File: config.mk
export PLATFORM = sky130hd
export DESIGN_NAME = clk_reconfig_top
export DESIGN_NICKNAME = d
export VERILOG_FILES = /design/src/drp_pkg.sv /design/src/reg_drp_bridge.sv /design/src/drp_phase_stepper.sv /design/src/drp_arbiter.sv /design/src/mmcm_drp_target.sv /design/src/clk_reconfig_top.sv
export VERILOG_INCLUDE_DIRS = /design/src /design/src/src
export SDC_FILE = /design/constraint.sdc
export NUM_CORES = 2
export LEC_CHECK = 0
export ABC_AREA = 1
export ABC_CLOCK_PERIOD_IN_PS = 6150
export BUFFER_PORTS_ARGS = -buffer_cell sky130_fd_sc_hd__buf_2
export CAP_MARGIN = 20
export CELL_PAD_IN_SITES_DETAIL_PLACEMENT = 0
export CELL_PAD_IN_SITES_GLOBAL_PLACEMENT = 1
export CORE_MARGIN = 2
export CORE_UTILIZATION = 40
export DETAILED_ROUTE_END_ITERATION = 16
export PLACE_DENSITY = 0.62
export SYNTH_ARGS = -nofsm -noshare
export SYNTH_HDL_FRONTEND = slang
export SYNTH_SLANG_ARGS = --single-unit
export TNS_END_PERCENT = 30
File: constraint.sdc
create_clock -name clk_usb -period 6.15 [get_ports clk_usb]
set_clock_uncertainty 0.2 [all_clocks]
set_input_delay 1.23 -clock clk_usb [delete_from_list [all_inputs] [get_ports clk_usb]]
set_output_delay 1.23 -clock clk_usb [all_outputs]
set_load 0.005 [all_outputs]
File: src/drp_macros.svh
`ifndef DRP_MACROS_SVH
`define DRP_MACROS_SVH

`define DRP_ADDR_W     7        // MMCM DRP address width
`define DRP_DATA_W     16       // MMCM DRP data width
`define BYTECNT_W      7        // Register bus byte counter width

`define REG_DRP_ADDR   8'd0     // Bridge address / start, bit 7 = write
`define REG_DRP_DATA   8'd1     // Bridge write buffer and read word
`define REG_DRP_RESET  8'd2     // MMCM reset bit
`define REG_DRP_STATUS 8'd3     // Bridge busy / overrun
`define REG_STEP_ADDR  8'd4     // Stepper target word
`define REG_STEP_DELTA 8'd5     // Stepper signed delta
`define REG_STEP_CTRL  8'd6     // Stepper go / status

`define DRDY_LATENCY   2        // den to drdy, in clk_usb cycles (2 or more)
`define PHASE_W        6        // Phase field lives in bits 5:0

`endif

File: src/drp_pkg.sv
`include "drp_macros.svh"

package drp_pkg;

  typedef logic [`DRP_ADDR_W-1:0] drp_addr_t;    // DRP word address
  typedef logic [`DRP_DATA_W-1:0] drp_word_t;    // DRP data word
  typedef logic [7:0]             reg_byte_t;    // Register bus byte
  typedef logic [`PHASE_W-1:0]    phase_t;       // Phase field of a word

  typedef enum logic [1:0] {
    BR_IDLE,                                     // Waiting for DRP_ADDR write
    BR_REQ,                                      // Req high, waiting for ack
    BR_DONE                                      // Req dropped, waiting for ack low
  } bridge_state_e;

  typedef enum logic [2:0] {
    ST_IDLE,
    ST_RD_REQ,                                   // Fetch the word
    ST_RD_REL,                                   // Release after read
    ST_WR_REQ,                                   // Write the stepped word
    ST_WR_REL                                    // Release after write
  } step_state_e;

  typedef enum logic [1:0] {
    AR_IDLE,                                     // Pick a requester
    AR_ISSUE,                                    // den pulse
    AR_WAIT,                                     // Wait for drdy
    AR_ACK                                       // Hold ack until req drops
  } arb_state_e;

endpackage

File: src/reg_drp_bridge.sv
`include "drp_macros.svh"
`timescale 1ns/1ps

module reg_drp_bridge import drp_pkg::*; (
  input  logic                  clk_usb,
  input  logic                  reset_i,
  input  reg_byte_t             reg_address,
  input  logic [`BYTECNT_W-1:0] reg_bytecnt,
  input  reg_byte_t             reg_datai,
  input  logic                  reg_write,
  input  logic                  reg_read,
  output reg_byte_t             reg_datao,
  output logic                  drp_reset,     // Register bit only, no real MMCM
  output logic                  req,
  output logic                  we,
  output drp_addr_t             addr,
  output drp_word_t             wdata,
  input  logic                  ack,
  input  drp_word_t             rdata
);

  bridge_state_e state;
  logic          busy;
  logic          overrun;                      // Sticky, set by start while busy
  logic          start_wr;                     // DRP_ADDR write this cycle
  drp_word_t     data_buf;                     // Staging for write data bytes
  drp_word_t     rdata_q;                      // Last word read from DRP

  assign busy     = (state != BR_IDLE);
  assign req      = (state == BR_REQ);
  assign start_wr = reg_write && (reg_address == `REG_DRP_ADDR);

  // Bus read mux, zero unless one of our registers is addressed
  always_comb begin
    reg_datao = '0;
    if (reg_read) begin
      case (reg_address)
        `REG_DRP_ADDR:   reg_datao = {1'b0, addr};           // Bit 7 always reads 0
        `REG_DRP_DATA:   reg_datao = reg_bytecnt[0] ? rdata_q[15:8] : rdata_q[7:0];
        `REG_DRP_RESET:  reg_datao = {7'd0, drp_reset};
        `REG_DRP_STATUS: reg_datao = {6'd0, overrun, busy};
        default:         reg_datao = '0;
      endcase
    end
  end

  // Control state
  always_ff @(posedge clk_usb) begin
    if (reset_i) begin
      state     <= BR_IDLE;
      overrun   <= 1'b0;
      drp_reset <= 1'b0;
    end else begin
      if (reg_write && (reg_address == `REG_DRP_RESET))
        drp_reset <= reg_datai[0];
      if (reg_write && (reg_address == `REG_DRP_STATUS) && reg_datai[1])
        overrun <= 1'b0;                                     // Write 1 to clear
      if (start_wr && busy)
        overrun <= 1'b1;                                     // Start dropped
      case (state)
        BR_IDLE: if (start_wr) state <= BR_REQ;
        BR_REQ:  if (ack) state <= BR_DONE;                  // Req falls next
        BR_DONE: if (!ack) state <= BR_IDLE;                 // Four-phase closed
        default: state <= BR_IDLE;
      endcase
    end
  end

  // Payload, held stable from start to ack
  always_ff @(posedge clk_usb) begin
    if (reg_write && (reg_address == `REG_DRP_DATA)) begin
      if (reg_bytecnt[0])
        data_buf[15:8] <= reg_datai;                         // High byte
      else
        data_buf[7:0]  <= reg_datai;                         // Low byte
    end
    if (start_wr && !busy) begin
      addr  <= reg_datai[6:0];
      we    <= reg_datai[7];                                 // MSB selects write
      wdata <= data_buf;
    end
    if (req && ack && !we)
      rdata_q <= rdata;                                      // Keep read result
  end

endmodule

File: src/drp_phase_stepper.sv
`include "drp_macros.svh"
`timescale 1ns/1ps

module drp_phase_stepper import drp_pkg::*; (
  input  logic                  clk_usb,
  input  logic                  reset_i,
  input  reg_byte_t             reg_address,
  input  logic [`BYTECNT_W-1:0] reg_bytecnt,
  input  reg_byte_t             reg_datai,
  input  logic                  reg_write,
  input  logic                  reg_read,
  output reg_byte_t             reg_datao,
  output logic                  req,
  output logic                  we,
  output drp_addr_t             addr,
  output drp_word_t             wdata,
  input  logic                  ack,
  input  drp_word_t             rdata
);

  step_state_e state;
  logic        busy;
  logic        overrun;
  logic        ctrl_wr;
  drp_addr_t   step_addr;                      // Programmed target
  reg_byte_t   step_delta;                     // Signed two's complement
  phase_t      new_phase;

  assign busy      = (state != ST_IDLE);
  assign req       = (state == ST_RD_REQ) || (state == ST_WR_REQ);
  assign we        = (state == ST_WR_REQ);
  assign ctrl_wr   = reg_write && (reg_address == `REG_STEP_CTRL);
  // Low 6 bits of the signed delta give the sum modulo 64
  assign new_phase = phase_t'(rdata[`PHASE_W-1:0] + step_delta[`PHASE_W-1:0]);

  // Single-byte registers answer at byte count 0 only
  always_comb begin
    reg_datao = '0;
    if (reg_read && (reg_bytecnt == '0)) begin
      case (reg_address)
        `REG_STEP_ADDR:  reg_datao = {1'b0, step_addr};
        `REG_STEP_DELTA: reg_datao = step_delta;
        `REG_STEP_CTRL:  reg_datao = {6'd0, overrun, busy};
        default:         reg_datao = '0;
      endcase
    end
  end

  always_ff @(posedge clk_usb) begin
    if (reset_i) begin
      state   <= ST_IDLE;
      overrun <= 1'b0;
    end else begin
      if (ctrl_wr && reg_datai[1])
        overrun <= 1'b0;                                     // Clear flag
      if (ctrl_wr && reg_datai[0] && busy)
        overrun <= 1'b1;                                     // Go ignored
      case (state)
        ST_IDLE:   if (ctrl_wr && reg_datai[0]) state <= ST_RD_REQ;
        ST_RD_REQ: if (ack) state <= ST_RD_REL;
        ST_RD_REL: if (!ack) state <= ST_WR_REQ;             // Re-request for write
        ST_WR_REQ: if (ack) state <= ST_WR_REL;
        ST_WR_REL: if (!ack) state <= ST_IDLE;
        default:   state <= ST_IDLE;
      endcase
    end
  end

  always_ff @(posedge clk_usb) begin
    if (reg_write && (reg_address == `REG_STEP_ADDR))
      step_addr <= reg_datai[6:0];
    if (reg_write && (reg_address == `REG_STEP_DELTA))
      step_delta <= reg_datai;
    if (ctrl_wr && reg_datai[0] && !busy)
      addr <= step_addr;                                     // Frozen for both halves
    if ((state == ST_RD_REQ) && ack)
      wdata <= {rdata[`DRP_DATA_W-1:`PHASE_W], new_phase};   // Upper bits kept
  end

endmodule

File: src/drp_arbiter.sv
`include "drp_macros.svh"
`timescale 1ns/1ps

module drp_arbiter import drp_pkg::*; (
  input  logic      clk_usb,
  input  logic      reset_i,
  input  logic      m0_req,
  input  logic      m0_we,
  input  drp_addr_t m0_addr,
  input  drp_word_t m0_wdata,
  output logic      m0_ack,
  output drp_word_t m0_rdata,
  input  logic      m1_req,
  input  logic      m1_we,
  input  drp_addr_t m1_addr,
  input  drp_word_t m1_wdata,
  output logic      m1_ack,
  output drp_word_t m1_rdata,
  output drp_addr_t drp_addr,
  output logic      drp_den,
  output logic      drp_dwe,
  output drp_word_t drp_din,
  input  drp_word_t drp_dout,
  input  logic      drp_drdy
);

  arb_state_e state;
  logic       grant;                           // 0 = m0, 1 = m1
  logic       last_served;
  logic       pick;                            // Winner if granted now
  logic       gnt_req;
  logic       we_q;
  drp_word_t  rdata_q;

  // Both asking: last served loses
  assign pick    = (m0_req && m1_req) ? ~last_served : m1_req;
  assign gnt_req = grant ? m1_req : m0_req;

  assign drp_den  = (state == AR_ISSUE);                     // One cycle by construction
  assign drp_dwe  = drp_den && we_q;
  assign m0_ack   = (state == AR_ACK) && !grant;
  assign m1_ack   = (state == AR_ACK) && grant;
  assign m0_rdata = rdata_q;
  assign m1_rdata = rdata_q;

  always_ff @(posedge clk_usb) begin
    if (reset_i) begin
      state       <= AR_IDLE;
      grant       <= 1'b0;
      last_served <= 1'b1;                                   // m0 wins first tie
    end else begin
      case (state)
        AR_IDLE: if (m0_req || m1_req) begin
          grant       <= pick;
          last_served <= pick;
          state       <= AR_ISSUE;
        end
        AR_ISSUE: state <= AR_WAIT;
        AR_WAIT:  if (drp_drdy) state <= AR_ACK;
        AR_ACK:   if (!gnt_req) state <= AR_IDLE;            // Master released
        default:  state <= AR_IDLE;
      endcase
    end
  end

  // Capture the winner's command while idle
  always_ff @(posedge clk_usb) begin
    if (state == AR_IDLE) begin
      we_q     <= pick ? m1_we : m0_we;
      drp_addr <= pick ? m1_addr : m0_addr;
      drp_din  <= pick ? m1_wdata : m0_wdata;
    end
    if ((state == AR_WAIT) && drp_drdy)
      rdata_q <= drp_dout;                                   // Valid with ack
  end

endmodule

File: src/mmcm_drp_target.sv
`include "drp_macros.svh"
`timescale 1ns/1ps

module mmcm_drp_target import drp_pkg::*; (
  input  logic      clk_usb,
  input  logic      reset_i,
  input  drp_addr_t drp_addr,
  input  logic      drp_den,
  input  logic      drp_dwe,
  input  drp_word_t drp_din,
  output drp_word_t drp_dout,
  output logic      drp_drdy
);

  drp_word_t  mem [0:(1 << `DRP_ADDR_W)-1];    // Stand-in config memory
  drp_addr_t  addr_q;
  logic       pend;                            // Access in flight
  logic [3:0] cnt;
  logic       fire;

  assign fire = pend && (cnt == 4'd1);         // drdy due next cycle

  initial begin
    for (int i = 0; i < (1 << `DRP_ADDR_W); i++)
      mem[i] = '0;
  end

  always_ff @(posedge clk_usb) begin
    if (reset_i) begin
      pend     <= 1'b0;
      cnt      <= '0;
      drp_drdy <= 1'b0;
    end else begin
      drp_drdy <= fire;                                      // One-cycle strobe
      if (drp_den) begin
        pend <= 1'b1;
        cnt  <= 4'(`DRDY_LATENCY - 1);
      end else if (pend) begin
        cnt <= cnt - 4'd1;
        if (fire)
          pend <= 1'b0;
      end
    end
  end

  always_ff @(posedge clk_usb) begin
    if (drp_den) begin
      addr_q <= drp_addr;
      if (drp_dwe)
        mem[drp_addr] <= drp_din;                            // Write at den
    end
    if (fire)
      drp_dout <= mem[addr_q];                               // Registered with drdy
  end

endmodule

File: src/clk_reconfig_top.sv
`include "drp_macros.svh"
`timescale 1ns/1ps

module clk_reconfig_top import drp_pkg::*; (
  input  logic                  clk_usb,
  input  logic                  reset_i,
  input  reg_byte_t             reg_address,
  input  logic [`BYTECNT_W-1:0] reg_bytecnt,
  input  reg_byte_t             reg_datai,
  input  logic                  reg_write,
  input  logic                  reg_read,
  output reg_byte_t             reg_datao,
  output logic                  drp_reset
);

  reg_byte_t bridge_datao, step_datao;
  logic      m0_req, m0_we, m0_ack;
  logic      m1_req, m1_we, m1_ack;
  drp_addr_t m0_addr, m1_addr, drp_addr;
  drp_word_t m0_wdata, m0_rdata, m1_wdata, m1_rdata;
  logic      drp_den, drp_dwe, drp_drdy;
  drp_word_t drp_din, drp_dout;

  assign reg_datao = bridge_datao | step_datao;              // Each block zeroes when idle

  reg_drp_bridge u_bridge (
    .clk_usb, .reset_i, .reg_address, .reg_bytecnt, .reg_datai, .reg_write, .reg_read,
    .reg_datao(bridge_datao), .drp_reset,
    .req(m0_req), .we(m0_we), .addr(m0_addr), .wdata(m0_wdata),
    .ack(m0_ack), .rdata(m0_rdata)
  );

  drp_phase_stepper u_stepper (
    .clk_usb, .reset_i, .reg_address, .reg_bytecnt, .reg_datai, .reg_write, .reg_read,
    .reg_datao(step_datao),
    .req(m1_req), .we(m1_we), .addr(m1_addr), .wdata(m1_wdata),
    .ack(m1_ack), .rdata(m1_rdata)
  );

  drp_arbiter u_arbiter (
    .clk_usb, .reset_i,
    .m0_req, .m0_we, .m0_addr, .m0_wdata, .m0_ack, .m0_rdata,
    .m1_req, .m1_we, .m1_addr, .m1_wdata, .m1_ack, .m1_rdata,
    .drp_addr, .drp_den, .drp_dwe, .drp_din, .drp_dout, .drp_drdy
  );

  mmcm_drp_target u_target (
    .clk_usb, .reset_i,
    .drp_addr, .drp_den, .drp_dwe, .drp_din, .drp_dout, .drp_drdy
  );

endmodule

# Word level (Yosys, flattened, before mapping)
# Memory sizes are Yosys's and may differ from the RTL's. A register that Yosys moved wholly into a read port is not among the register bits.
# Index checks and enable logic that the tools add are counted.
dict set report totals {
  regBits 159
  ram_bits 2048
  inputBits 27
  out_inout_bits 9
  wordCells 143
  mem_count 1
}
dict set report classes {
  n_addsub 2
  n_eq_ne 27
  muxes 36
  n_bitwise 3
  n_reduce_logical 47
}
# name depth word_bits read_ports rd_clocked_by_memory_dff write_ports line
set mem_list {}
lappend mem_list {u_target.mem 128 16 1 1 1 mmcm_drp_target.sv:15} ;# drp_word_t mem [0:(1 << `DRP_ADDR_W)-1];
# cell count
set ops {}
lappend ops {{$pmux W8 S4} 1}
lappend ops {{$eq A8 B3 Y1 const B} 3}
lappend ops {{$logic_and A1 B1 Y1} 24}
lappend ops {{$mux W8} 3}
lappend ops {{$pmux W8 S3} 1}
lappend ops {{$eq A8 B2 Y1 const B} 2}
lappend ops {{$mux W16} 1}
lappend ops {{$mux W1} 15}
lappend ops {{$mux W3} 5}
lappend ops {{$pmux W3 S5} 1}
lappend ops {{$mux W2} 6}
lappend ops {{$ne A2 B2 Y1 const B} 6}
lappend ops {{$ne A2 B1 Y1 const B} 5}
lappend ops {{$eq A8 B1 Y1 const B} 1}
lappend ops {{$logic_not A8 Y1} 1}
lappend ops {{$or A8 B8 Y8} 1}
lappend ops {{$pmux W2 S4} 1}
lappend ops {{$reduce_bool A2 Y1} 4}
lappend ops {{$logic_not A7 Y1} 1}
lappend ops {{$mux W7} 1}
lappend ops {{$add A6 B6 Y6} 1}
lappend ops {{$eq A2 B2 Y1 const B} 3}
lappend ops {{$eq A3 B2 Y1 const B} 2}
lappend ops {{$pmux W2 S3} 1}
lappend ops {{15 further kinds} 25}

# Logic depth before layout (Yosys ltp)
dict set report logic_depth {
  ltp_word 5
  ltp_mapped 13
  mapped_depth_nobuf 9
}

# Hierarchy
# A second synthesis with hierarchy kept.
dict set report unflattened {
  hier_cells 7375
  hier_area_um2 89609.7
}
# mod instances cells_per_inst area_each_um2 seq_area_each_um2
set by_module_without_submodules {}
lappend by_module_without_submodules {mmcm_drp_target 1 6836 83382.5 62309.8}
lappend by_module_without_submodules {reg_drp_bridge 1 163 2269.7 1761.7}
lappend by_module_without_submodules {drp_arbiter 1 186 1954.4 1281.2}
lappend by_module_without_submodules {drp_phase_stepper 1 166 1913.1 1221.2}
lappend by_module_without_submodules {clk_reconfig_top 1 24 90.1 0.0}

# Worst setup path after synthesis
# Ideal clock, no wire load.
dict set report synth_timing {
  kind {input -> register}
  from {input reg_address[5]}
  to {register u_bridge.addr[0], enable pin}
  setup_time_ns 0.437
  t_arrival_ns 3.458
  required_ns 5.513
  slack_ns 2.055
  path_stages 5
  path_buffers 0
  cell_sequence {nor2_1 nand2_1 nor3_4 nand2_1 nor3_1}
}
dict set report synth_between {
  elab_chain_len 3
}
# element line
set synth_rtl {}
lappend synth_rtl {{start: declaration} clk_reconfig_top.sv:7} ;# input reg_byte_t reg_address,
lappend synth_rtl {{$logic_not A8 Y1 (no line)} -}
lappend synth_rtl {{$logic_and A1 B1 Y1} reg_drp_bridge.sv:31} ;# assign start_wr = reg_write && (reg_address == `REG_DRP_ADDR);
lappend synth_rtl {{$logic_and A1 B1 Y1} reg_drp_bridge.sv:77} ;# if (start_wr && !busy) begin
lappend synth_rtl {{end signal: assignment} reg_drp_bridge.sv:78} ;# addr <= reg_datai[6:0];
lappend synth_rtl {{end: declaration} reg_drp_bridge.sv:16} ;# output drp_addr_t addr,
# Every way passes these cells.
# A chain may end at the register's enable or synchronous reset.

# Final worst setup path
dict set report layout_timing {
  from {input reg_address[5]}
  to {output reg_datao[6]}
}
dict set report layout_between {
  elab_chain_len 4
  word_cells_on_any_way 12
  classes_between {6 x eq/ne; 4 x mux; 1 x bitwise; 1 x reduce/logical}
}
# element line
set layout_rtl {}
lappend layout_rtl {{$eq A8 B2 Y1, or another cell as far along} reg_drp_bridge.sv:37} ;# case (reg_address)
lappend layout_rtl {{$pmux W8 S4 / $pmux W8 S3 (equally long branches)} {reg_drp_bridge.sv:37, drp_phase_stepper.sv:40}}
lappend layout_rtl {{$mux W8, on equally long branches} {reg_drp_bridge.sv:36, drp_phase_stepper.sv:39}}
lappend layout_rtl {{$or A8 B8 Y8 (*)} clk_reconfig_top.sv:24} ;# assign reg_datao = bridge_datao | step_datao;
lappend layout_rtl {{end: declaration} clk_reconfig_top.sv:12} ;# output reg_byte_t reg_datao,
# Every way passes the cells marked *; elsewhere a longest branch is shown, timed or not.

==> results by group <==
Run status
  • Outcome: finished, final reports clean

Detailed routing
  • Routed wl met2: between 100000 and 150000 um
  • DR vias: 56700
  • WL per Instance: approximately 25 um
  • Drt initial violations: ~6000
  • # DRC: 0
  • Final WL: 261000 um
  • Highest Signal Layer: met4
  • Post-Route M1 WL: 116000 um
  • Final ANT Viol Nets: 0
  • WL met3: 16900 um
  • Vias per std cell: around 5.4
  • Pre-antenna DRT Iters: 6

Timing
  • Final hold vios: 0
  • Total Neg Setup Slack: 0 ns
  • Setup-failing EPs final: 0
  • FMAX: 229 MHz
  • RSZ-0062 raised after global routing: no
  • Rel. slew slack: 15.0%
  • Pin slew with the least headroom to its limit: 1.28 ns
  • Max Slew Vio Count: 0
  • Period utilization: 71.0%
  • Final min period: 4.37 ns

Cells and area
  • Area Overhead vs Synth: 12.6%
  • # nets final: between 7000 and 8000
  • Fin area: about 100000 sq um
  • Commonest non-fill, non-tap cell in the layout: nand2_1
  • Commonest cells after routing, fill and taps aside: 2218 x nand2_1, 2205 x edfxtp_1, 2041 x nand3_1
  • Final core utilization: between 40% and 50%
  • Layout cells sized above 1: 8.36%

Global route
  • Antenna violations before repair: 4
  • First-pass GRT wire length: about 380000 um
  • Total GRT Usage: 22.8%
  • GRT overflow: 0
  • Vias in the first global route: approximately 53000
  • Largest net degree at the start of global routing: 174

Clocking
  • CTS root buf: clkbuf_16
  • CTS Buf Count: 231
  • Max Root-Sink Buffers: 3
  • Clock transition at the registers of the reported paths: 0.06 ns
  • Sink Count: 2223
  • H-tree levels: 4
  • # resized after CTS: 0
  • Clk_lat worst skew: 0.88 ns
  • TritonCTS clock tree: done
  • # hold bufs at CTS: 0
  • Setup Fix Bufs, Post-CTS: 0

Floorplanning
  • DIE AREA: 226000 sq um
  • Core area: 222000 sq um
  • Die Span X: 476 um
  • Die height: 476 um
  • FP Rows: 173
  • # IOs: 36
  • Starting Density: 40.1%

Critical path
  • Max FO, Critical Path: 9
  • Critical Path RT: 4.72 ns
  • Critical Path End Type: output pin
  • Worst setup path class: input pin to output pin
  • Critical path arrival: 2.94 ns
  • CP startpoint kind: input pin

Synthesis
  • Top FF cell, synth: edfxtp_1
  • Yosys cell types: 36
  • Seq/Total Area, Yosys: between 70% and 80%
  • #FFs+latches synth: 2223
  • Largest cells by area after synthesis: edfxtp_1 74%, nand3_1 11%, nand2_1 9.3%
  • Area share of the largest cell type after synthesis: 74.4%
  • Syn Area/Cell: 12.3 sq um
  • Yosys warning count: 0
  • Syn Nets: 7308
  • Synth Instances: roughly 7300
  • Syn Std Cell Area: around 89000 sq um
  • Post-synth EDFFs: between 2000 and 2500
  • Largest area contributor in the synthesized netlist: edfxtp_1
  • Async set-reset flop share out of synthesis: 0%

Power
  • Sequential power share: between 40% and 50%
  • Pleak: 0.0348 uW
  • Pint: 29600 uW
  • Clock network power share: 29.7%
  • Comb power frac: between 20% and 30%
  • PwrDens: 457 nW/um^2
  • Sw frac: 35.5%
  • Psw: 16300 uW
  • Max rail drop VDD: 0.380 mV

Placed design
  • Post-DP HPWL: 142000 um
  • Gpl congestion: 0.843
  • PortBufs: 35
  • Cell Area, Placed: 92800 sq um

Hold path
  • Hold WC Path Type: flip-flop to flip-flop

Flow run
  • Max-Cap Viols: 0
metrics by stage:
| stage | setup slack, ns | hold slack [ns] | power (uW) | std cells |
|---|---|---|---|---|
| floorplan | 2.05 | 0.200 | 27100 | 7269 |
| global placement | 1.73 | 0.202 | 32400 | 10100 |
| detailed placement | 1.77 | 0.206 | 32500 | 10100 |
| CTS | 1.75 | 0.216 | 46100 | 10500 |
| global route | 1.59 | 0.224 | 47700 | 10500 |
| finish | 1.78 | 0.219 | 45900 | 10500 |
cell usage after synthesis (11+ instances only):
| cell | count |
|---|---|
| clkbuf_1 | 92 |
| o21ai_0 | 16 |
| edfxtp_1 | 2205 |
| dfxtp_1 | 18 |
| nand2_1 | 2218 |
| nor2_1 | 157 |
| nor3_1 | 17 |
| nand3_1 | 2041 |
| buf_6 | 13 |
| a21oi_1 | 26 |
| inv_1 | 62 |
| buf_1 | 42 |
| buf_2 | 246 |
| ha_1 | 11 |
| buf_4 | 70 |
layout make-up:
class                      instances  area, sq um
fill                           20000       122000
sequential                      2223        66600
multi-input combinational       4515        19800
clock buffer                     308         6220
tap                             2975         3720
timing repair buffer             285         2480
clock inverter                   124         1130
inverter                          66          284
antenna                            1         2.50
critical path: stages:
cell and delay (ns):
buf_2 0.10, nor2_1 0.10, nand2_1 0.13, nor2_2 0.30
nand2_1 0.15, inv_1 0.20, nand2_1 0.08, nand2_1 0.06
inv_1 0.04, o22ai_1 0.35, buf_2 0.19
layer usage:
metal	global-route usage, %	up-vias
met5	0	-
li1	-	26100
met2	35.7	1775
met3	3.54	359
met1	32.8	28500
met4	6.80	0
cell families (layout without fill, tap and decap cells):
logic type	after synthesis	after routing	share of synthesized area (%)
compound gates	56	56	0.353
xor+xnor	5	5	0.0492
fa+ha+maj	12	12	0.177
buf+inv	531	783	3.01
flops	2223	2223	74.8
other cells	0	1	0
simple gates	4442	4442	21.7
registers in the layout, summed over array words and instances (netlist names), 4 cells and up:
register,count
u_target.mem,2048
u_target.addr_q,7
u_target.drp_dout,16
u_arbiter.m0_rdata,16
u_stepper.step_addr,7
u_bridge.addr,7
u_target.cnt,4
u_stepper.step_delta,8
u_arbiter.drp_din,16
u_stepper.wdata,16
u_bridge.data_buf,16
u_bridge.wdata,16
u_stepper.addr,7
u_bridge.rdata_q,16
u_arbiter.drp_addr,7
path summary, 6_finish.rpt:
path | startpoint | endpoint | slack (ns) | depth (start not counted)
worst max register to register | u_target.addr_q[0]$_DFFE_PP_ | u_target.drp_dout[6]$_DFFE_PP_ | 2.27 | 10
worst max-delay path | reg_address[5] | reg_datao[6] | 1.78 | 11
worst min-delay path | u_bridge.data_buf[10]$_DFFE_PP_ | u_bridge.wdata[10]$_DFFE_PP_ | 0.22 | 0
worst min register to register | u_bridge.data_buf[10]$_DFFE_PP_ | u_bridge.wdata[10]$_DFFE_PP_ | 0.22 | 0
power groups by stage:
| stage | Combinational, uW | Clock, uW | Sequential, uW |
|---|---|---|---|
| after floorplan | 6410 | 0 | 20700 |
| after global placement | 12700 | 0 | 19700 |
| after detailed placement | 12800 | 0 | 19700 |
| after CTS | 12900 | 13900 | 19400 |
| after global routing | 13900 | 14400 | 19400 |
| final | 12800 | 13600 | 19400 |
Note: power is estimated with default switching activity, not from simulation.
